--- src/rtl/div_pkg.sv ---
package div_pkg;

    // the eight m-extension divide operations.
    typedef enum logic [2:0] {
        DIV   = 3'd0,
        DIVU  = 3'd1,
        REM   = 3'd2,
        REMU  = 3'd3,
        DIVW  = 3'd4,
        DIVUW = 3'd5,
        REMW  = 3'd6,
        REMUW = 3'd7
    } div_op_e;

    // iteration core states.
    typedef enum logic [0:0] {
        IDLE = 1'b0,
        BUSY = 1'b1
    } div_state_e;

    // sign and format controls, captured when an operation is accepted.
    typedef struct packed {
        logic neg_q;
        logic neg_r;
        logic sel_rem;
        logic word;
    } div_ctrl_t;

    // one quotient bit per step.
    localparam int DIV_STEPS = 64;

endpackage

--- src/rtl/div_core_if.sv ---
`timescale 1ns/1ps

interface div_core_if;

    logic        start;
    logic        flush;
    logic [63:0] dividend_mag;
    logic [63:0] divisor_mag;
    logic        ready;
    logic        done;
    logic [63:0] quotient_mag;
    logic [63:0] remainder_mag;

    // operand side.
    modport prep_mp (
        output start,
        output flush,
        output dividend_mag,
        output divisor_mag,
        input  ready
    );

    // iteration side.
    modport core_mp (
        input  start,
        input  flush,
        input  dividend_mag,
        input  divisor_mag,
        output ready,
        output done,
        output quotient_mag,
        output remainder_mag
    );

    modport result_mp (
        input done,
        input quotient_mag,
        input remainder_mag
    );

endinterface

--- src/rtl/div_iter_core.sv ---
`timescale 1ns/1ps

module div_iter_core
    import div_pkg::*;
(
    input  logic        clk,
    input  logic        rst,
    div_core_if.core_mp core
);

    localparam int CNT_W = $clog2(DIV_STEPS + 1);

    div_state_e       state;
    logic [CNT_W-1:0] step_cnt;
    logic             at_end;
    logic             stepping;

    // upper half holds the running remainder, lower half the dividend bits
    // still to be shifted in, replaced by quotient bits from the bottom.
    logic [127:0]     part_rem;
    logic [63:0]      divisor_q;
    logic [64:0]      trial;

    assign at_end   = (step_cnt == CNT_W'(DIV_STEPS));
    assign stepping = (state == BUSY) && !at_end && !core.flush;

    // shifted remainder minus divisor, with one extra bit for the borrow.
    // the shifted remainder can reach 65 bits when the divisor is large.
    assign trial = part_rem[127:63] - {1'b0, divisor_q};

    always_ff @(posedge clk) begin
        if (rst) begin
            state    <= IDLE;
            step_cnt <= '0;
        end else if (core.start) begin
            state    <= BUSY;
            step_cnt <= '0;
        end else if (core.flush) begin
            state    <= IDLE;
        end else if (state == BUSY) begin
            if (at_end) begin
                state <= IDLE;
            end else begin
                step_cnt <= step_cnt + 1'b1;
            end
        end
    end

    // restoring step, keep the difference only when there is no borrow.
    always_ff @(posedge clk) begin
        if (core.start) begin
            part_rem  <= {64'b0, core.dividend_mag};
            divisor_q <= core.divisor_mag;
        end else if (stepping) begin
            if (!trial[64]) begin
                part_rem <= {trial[63:0], part_rem[62:0], 1'b1};
            end else begin
                part_rem <= {part_rem[126:0], 1'b0};
            end
        end
    end

    assign core.ready = (state == IDLE);

    // a flush in the last cycle still cancels the result.
    assign core.done = (state == BUSY) && at_end && !core.flush;

    // with a zero divisor every step subtracts nothing, so the quotient
    // fills with ones and the remainder ends up as the dividend.
    assign core.quotient_mag  = part_rem[63:0];
    assign core.remainder_mag = part_rem[127:64];

endmodule

--- src/rtl/div_operand_prep.sv ---
`timescale 1ns/1ps

module div_operand_prep
    import div_pkg::*;
(
    input  logic                clk,
    input  logic                rst,
    input  logic                in_valid,
    input  logic                flush,
    input  div_op_e             op,
    input  logic [63:0]         dividend,
    input  logic [63:0]         divisor,
    div_core_if.prep_mp         core,
    output div_ctrl_t           ctrl
);

    logic        is_signed;
    logic        is_word;
    logic        is_rem;
    logic [63:0] dividend_ext;
    logic [63:0] divisor_ext;
    logic        dividend_neg;
    logic        divisor_neg;
    logic        divisor_zero;
    logic        start;

    // operation decode.
    always_comb begin
        is_signed = (op == DIV) || (op == REM) || (op == DIVW) || (op == REMW);
        is_word   = (op == DIVW) || (op == DIVUW) || (op == REMW) || (op == REMUW);
        is_rem    = (op == REM) || (op == REMU) || (op == REMW) || (op == REMUW);
    end

    // word forms only look at the low half.
    always_comb begin
        if (!is_word) begin
            dividend_ext = dividend;
            divisor_ext  = divisor;
        end else if (is_signed) begin
            dividend_ext = {{32{dividend[31]}}, dividend[31:0]};
            divisor_ext  = {{32{divisor[31]}}, divisor[31:0]};
        end else begin
            dividend_ext = {32'b0, dividend[31:0]};
            divisor_ext  = {32'b0, divisor[31:0]};
        end
    end

    assign dividend_neg = is_signed && dividend_ext[63];
    assign divisor_neg  = is_signed && divisor_ext[63];
    assign divisor_zero = (divisor_ext == 64'b0);

    // magnitudes for the unsigned core.
    // the most negative value maps onto 2^63, which the core handles fine.
    assign core.dividend_mag = dividend_neg ? (~dividend_ext + 64'd1) : dividend_ext;
    assign core.divisor_mag  = divisor_neg ? (~divisor_ext + 64'd1) : divisor_ext;

    // a flush lets a new operation in while the core is still busy.
    assign start      = in_valid && (core.ready || flush);
    assign core.start = start;
    assign core.flush = flush;

    always_ff @(posedge clk) begin
        if (rst) begin
            ctrl <= '0;
        end else if (start) begin
            // quotient of x/0 stays all ones regardless of signs.
            ctrl.neg_q   <= (dividend_neg != divisor_neg) && !divisor_zero;
            ctrl.neg_r   <= dividend_neg;
            ctrl.sel_rem <= is_rem;
            ctrl.word    <= is_word;
        end
    end

endmodule

--- src/rtl/div_result_fixup.sv ---
`timescale 1ns/1ps

module div_result_fixup
    import div_pkg::*;
(
    input  logic          clk,
    input  logic          rst,
    div_core_if.result_mp core,
    input  div_ctrl_t     ctrl,
    output logic          out_valid,
    output logic [63:0]   result
);

    logic [63:0] picked;
    logic        negate;
    logic [63:0] signed_val;
    logic [63:0] final_val;

    always_comb begin
        picked = ctrl.sel_rem ? core.remainder_mag : core.quotient_mag;
        negate = ctrl.sel_rem ? ctrl.neg_r : ctrl.neg_q;

        // overflow lands here too: negating 2^63 gives 2^63 back.
        signed_val = negate ? (~picked + 64'd1) : picked;

        // word results are sign-extended from bit 31.
        if (ctrl.word) begin
            final_val = {{32{signed_val[31]}}, signed_val[31:0]};
        end else begin
            final_val = signed_val;
        end
    end

    always_ff @(posedge clk) begin
        if (rst) begin
            out_valid <= 1'b0;
        end else begin
            out_valid <= core.done;
        end
    end

    // held until the next done.
    always_ff @(posedge clk) begin
        if (core.done) begin
            result <= final_val;
        end
    end

endmodule

--- src/rtl/div_unit_top.sv ---
`timescale 1ns/1ps

module div_unit_top
    import div_pkg::*;
(
    input  logic        clk,
    input  logic        rst,
    input  logic        in_valid,
    input  logic        flush,
    input  div_op_e     op,
    input  logic [63:0] dividend,
    input  logic [63:0] divisor,
    output logic        ready,
    output logic        out_valid,
    output logic [63:0] result
);

    div_ctrl_t ctrl;

    // prep to core to fixup.
    div_core_if core_if ();

    div_operand_prep i_div_operand_prep (
        .clk      (clk),
        .rst      (rst),
        .in_valid (in_valid),
        .flush    (flush),
        .op       (op),
        .dividend (dividend),
        .divisor  (divisor),
        .core     (core_if.prep_mp),
        .ctrl     (ctrl)
    );

    div_iter_core i_div_iter_core (
        .clk  (clk),
        .rst  (rst),
        .core (core_if.core_mp)
    );

    div_result_fixup i_div_result_fixup (
        .clk       (clk),
        .rst       (rst),
        .core      (core_if.result_mp),
        .ctrl      (ctrl),
        .out_valid (out_valid),
        .result    (result)
    );

    assign ready = core_if.ready;

endmodule

--- config.mk ---
export PLATFORM = sky130hd
export DESIGN_NAME = div_unit_top
export DESIGN_NICKNAME = d
export VERILOG_FILES = /design/src/rtl/div_pkg.sv /design/src/rtl/div_core_if.sv /design/src/rtl/div_iter_core.sv /design/src/rtl/div_operand_prep.sv /design/src/rtl/div_result_fixup.sv /design/src/rtl/div_unit_top.sv
export SDC_FILE = /design/constraint.sdc
export NUM_CORES = 1
export LEC_CHECK = 0
export BUFFER_PORTS_ARGS = -buffer_cell sky130_fd_sc_hd__clkbuf_2
export CAP_MARGIN = 20
export CELL_PAD_IN_SITES_DETAIL_PLACEMENT = 1
export CELL_PAD_IN_SITES_GLOBAL_PLACEMENT = 1
export CORE_ASPECT_RATIO = 0.75
export CORE_MARGIN = 2
export CORE_UTILIZATION = 47
export CTS_CLUSTER_SIZE = 14
export DETAILED_ROUTE_END_ITERATION = 12
export PLACE_DENSITY = 0.93
export SKIP_LAST_GASP = 1
export SYNTH_ARGS = -nofsm -noshare
export SYNTH_HDL_FRONTEND = slang
export SYNTH_HIERARCHICAL = 1
export SYNTH_SLANG_ARGS = --single-unit
--- constraint.sdc ---
create_clock -name clk -period 7.6 [get_ports clk]
set_clock_uncertainty 0.1 [all_clocks]
set_input_delay 0.38 -clock clk [delete_from_list [all_inputs] [get_ports clk]]
set_output_delay 0.38 -clock clk [all_outputs]
set_load 0.005 [all_outputs]
==> flow_summary.yaml <==
yosys:
  synth-seq-cells: 269
  synth_edf_count: 192
  async_reset_ff_share_pct: 0
  synth_area_leaders: "edfxtp_1 27%, dfxtp_1 7.2%, xnor2_1 5.6%, nand2_1 4.1%, ha_1 4.0%"
  synth.distinct_cells: 94
  postSynthCellCount: 2452
  synth-warning-count: 6
  synth_area_um2: 21320
  synth_top_area_cell: "edfxtp_1"
  synth.avg_cell_area_um2: 8.694
  synth_top_area_share_pct: 27.05
  yosys_most_used_dff: "edfxtp_1"
  synth_fp_nets: 2657
  ys_seq_area_share_pct: 34.28
critical_path:
  arrival_ns: 5.28
  critPathKind: "flop to flop"
  crit_slowest_cell: "xor2_4"
  required_ns: 7.98
  end_kind: "flop"
  critical_path_buf_inv_count: 2
  startpoint: "i_div_iter_core/part_rem[63]"
  r2r-start: "i_div_iter_core/part_rem[63]"
  cp-start-kind: "flop"
  path_cells: "inv_1, ha_1, fa_1, nor2b_1, o2111ai_1, a21o_1, a211oi_2, o211ai_1, and3_4, xor2_4, buf_4, or3_1, o32ai_1, a31o_1"
  critPathMaxFanout: 38
  cp_top_family: "compound AO/OA/AOI/OAI gates"
  max_stage_delay_ns: 0.89
sta:
  slew_headroom_pct: 22.65
  period_needed_ns: 4.897
  rsz0062_at_grt: "false"
  finalHoldViolCount: 0
  fmax_mhz: 204.2
  fin_tns_setup_ns: 0
  setup_violations: 0
  worst_pin_slew_ns: 1.160
  finalCritPeriodShare_pct: 64.43
  fin_hold_ws_ns: 0.03003
  slew_violations: 0
final_layout:
  mostFrequentLayoutCells: "235 x nand2_1, 200 x clkbuf_2, 192 x edfxtp_1, 184 x nor2_1, 171 x a21oi_1"
  fin_nets: 2774
  drive_gt1_share_pct: 15.89
  syn_to_final_growth_pct: 11.56
  final_core_util_pct: 53.23
  final_common_cell: "nand2_1"
clocking:
  cts_resized: 0
  cts_root_buffer: "clkbuf_16"
  ctsHtreeMaxLevel: 1
  clock_path_buffers: 3
  cts_tree: "yes"
  cts_buffers: 30
  cts_setup_buffers: 0
  ctsHoldBuffers: 2
  clk_pin_slew_ns: 0.06
  clock_latency_ns: 0.61
  clock-sinks: 269
placed_design:
  place_congestion: 1.002
  place_hpwl_um: 67160
  port-buffer-count: 200
job:
  max-cap-violations: 0
routing:
  drc_errors: 0
  vias: 21530
  via_per_inst: 6.766
  detail-route-antenna-nets: 0
  dr.pass1.iters: 8
  wl_per_cell_um: 27.50
  wirelength_um: 87510
  drt_iter0_drc: 2688
global_route:
  antenna_found_initial: 8
  grt_start_max_net_pins: 104
  grt.total_usage_pct: 35.76
  globalRouteOverflowTotal: 0
  grt_pass1_vias: 20930
  grt_pass1_wl_um: 130300
min_path:
  hold_start: "divisor[20]"
  hold_class: "primary input to flop"
power_and_ir_drop:
  p_leak_nw: 8.867
  ir_worst_vdd_v: 0.0001896
  power.density_nw_per_um2: 204.3
die:
  ios: 201
  initial_core_util_pct: 47.71
  die_area_um2: 47090
  rows: 67
  fp.dieH_um: 188.4
  core_area_um2: 44680
  die_x_um: 249.9
run_status:
  outcome: "complete, no violations"
[registers in the layout, summed over array words and instances, names as in the netlist]
signal / cells
i_div_operand_prep/ctrl: 4
i_div_iter_core/divisor_q: 64
i_div_result_fixup/out_valid: 1
i_div_iter_core/state: 1
i_div_iter_core/part_rem: 128
i_div_iter_core/step_cnt: 7
i_div_result_fixup/result: 64
[per-stage QoR]
step,instance area [um^2],cells,power [W],setup slack [ns]
after floorplan,21320,2452,0.002676,1.701
after global placement,22660,3121,0.003101,3.054
after detailed placement,22660,3121,0.003164,2.970
after CTS,23780,3179,0.004802,2.826
after global routing,23780,3182,0.004993,2.486
final,23780,3182,0.004860,2.703
[per-layer routing]
metal	global-route usage (%)	wire (um)	up-vias	part of all wire, %
li1	-	-	9369	-
met1	50.07	36710	10620	42
met2	54.52	37680	1317	43
met3	7.681	9879	224	11
met4	12.51	3240	0	3.7
met5	0	0	-	0
[cell usage after synthesis, types with 26 or more instances]
master    number
ha_1          69
a21oi_1      171
a31oi_1       42
inv_1        124
a21o_1        26
xnor2_1      136
edfxtp_1     192
buf_2         38
xor2_1        89
nor3_1        58
nor4_1        36
o21ai_0      137
nand3_1       45
a21boi_0      32
dfxtp_1       77
o31ai_1       43
nand2_1      235
mux2i_1       62
mux2_2        76
nor2_1       185
a311oi_1      36
nand4_1       33
or3_1         48
clkbuf_1      85
[worst paths after layout]
kind / end / slack (ns) / depth (start not counted)
setup / recovery: i_div_iter_core/part_rem[121] / 2.70 / 14
hold / removal: i_div_iter_core/divisor_q[20] / 0.03 / 2
setup reg to reg: i_div_iter_core/part_rem[121] / 2.70 / 14
hold reg to reg: i_div_iter_core/step_cnt[1] / 0.40 / 2
[layout make-up]
class	count	area, um^2
Tap cell	586	733.2
Antenna cell	3	7.507
Sequential cell	269	7311
Inverter	126	478.0
Timing Repair Buffer	227	1209
Fill cell	5336	20900
Clock buffer	35	789.5
Clock inverter	21	306.5
Multi-Input combinational cell	1915	12950
[kinds of logic (layout without fill, tap and decap cells)]
| group | Yosys count | after routing | share of synthesized area (%) |
|---|---|---|---|
| simple gates | 800 | 800 | 19.04 |
| compound gates | 680 | 680 | 21.00 |
| flops | 269 | 269 | 34.28 |
| buf+inv | 268 | 409 | 5.218 |
| xor+xnor | 227 | 227 | 9.397 |
| mux | 138 | 138 | 6.926 |
| fa+ha+maj | 70 | 70 | 4.144 |
| other cells | 0 | 3 | 0 |
[where the power goes]
part           total, W  internal [W]  switching (W)
Combinational   0.00132      0.000468       0.000854
Sequential      0.00189       0.00172       0.000170
Clock           0.00165      0.000959       0.000687
Total           0.00486       0.00315        0.00171
(Power assumes the default switching activity.)
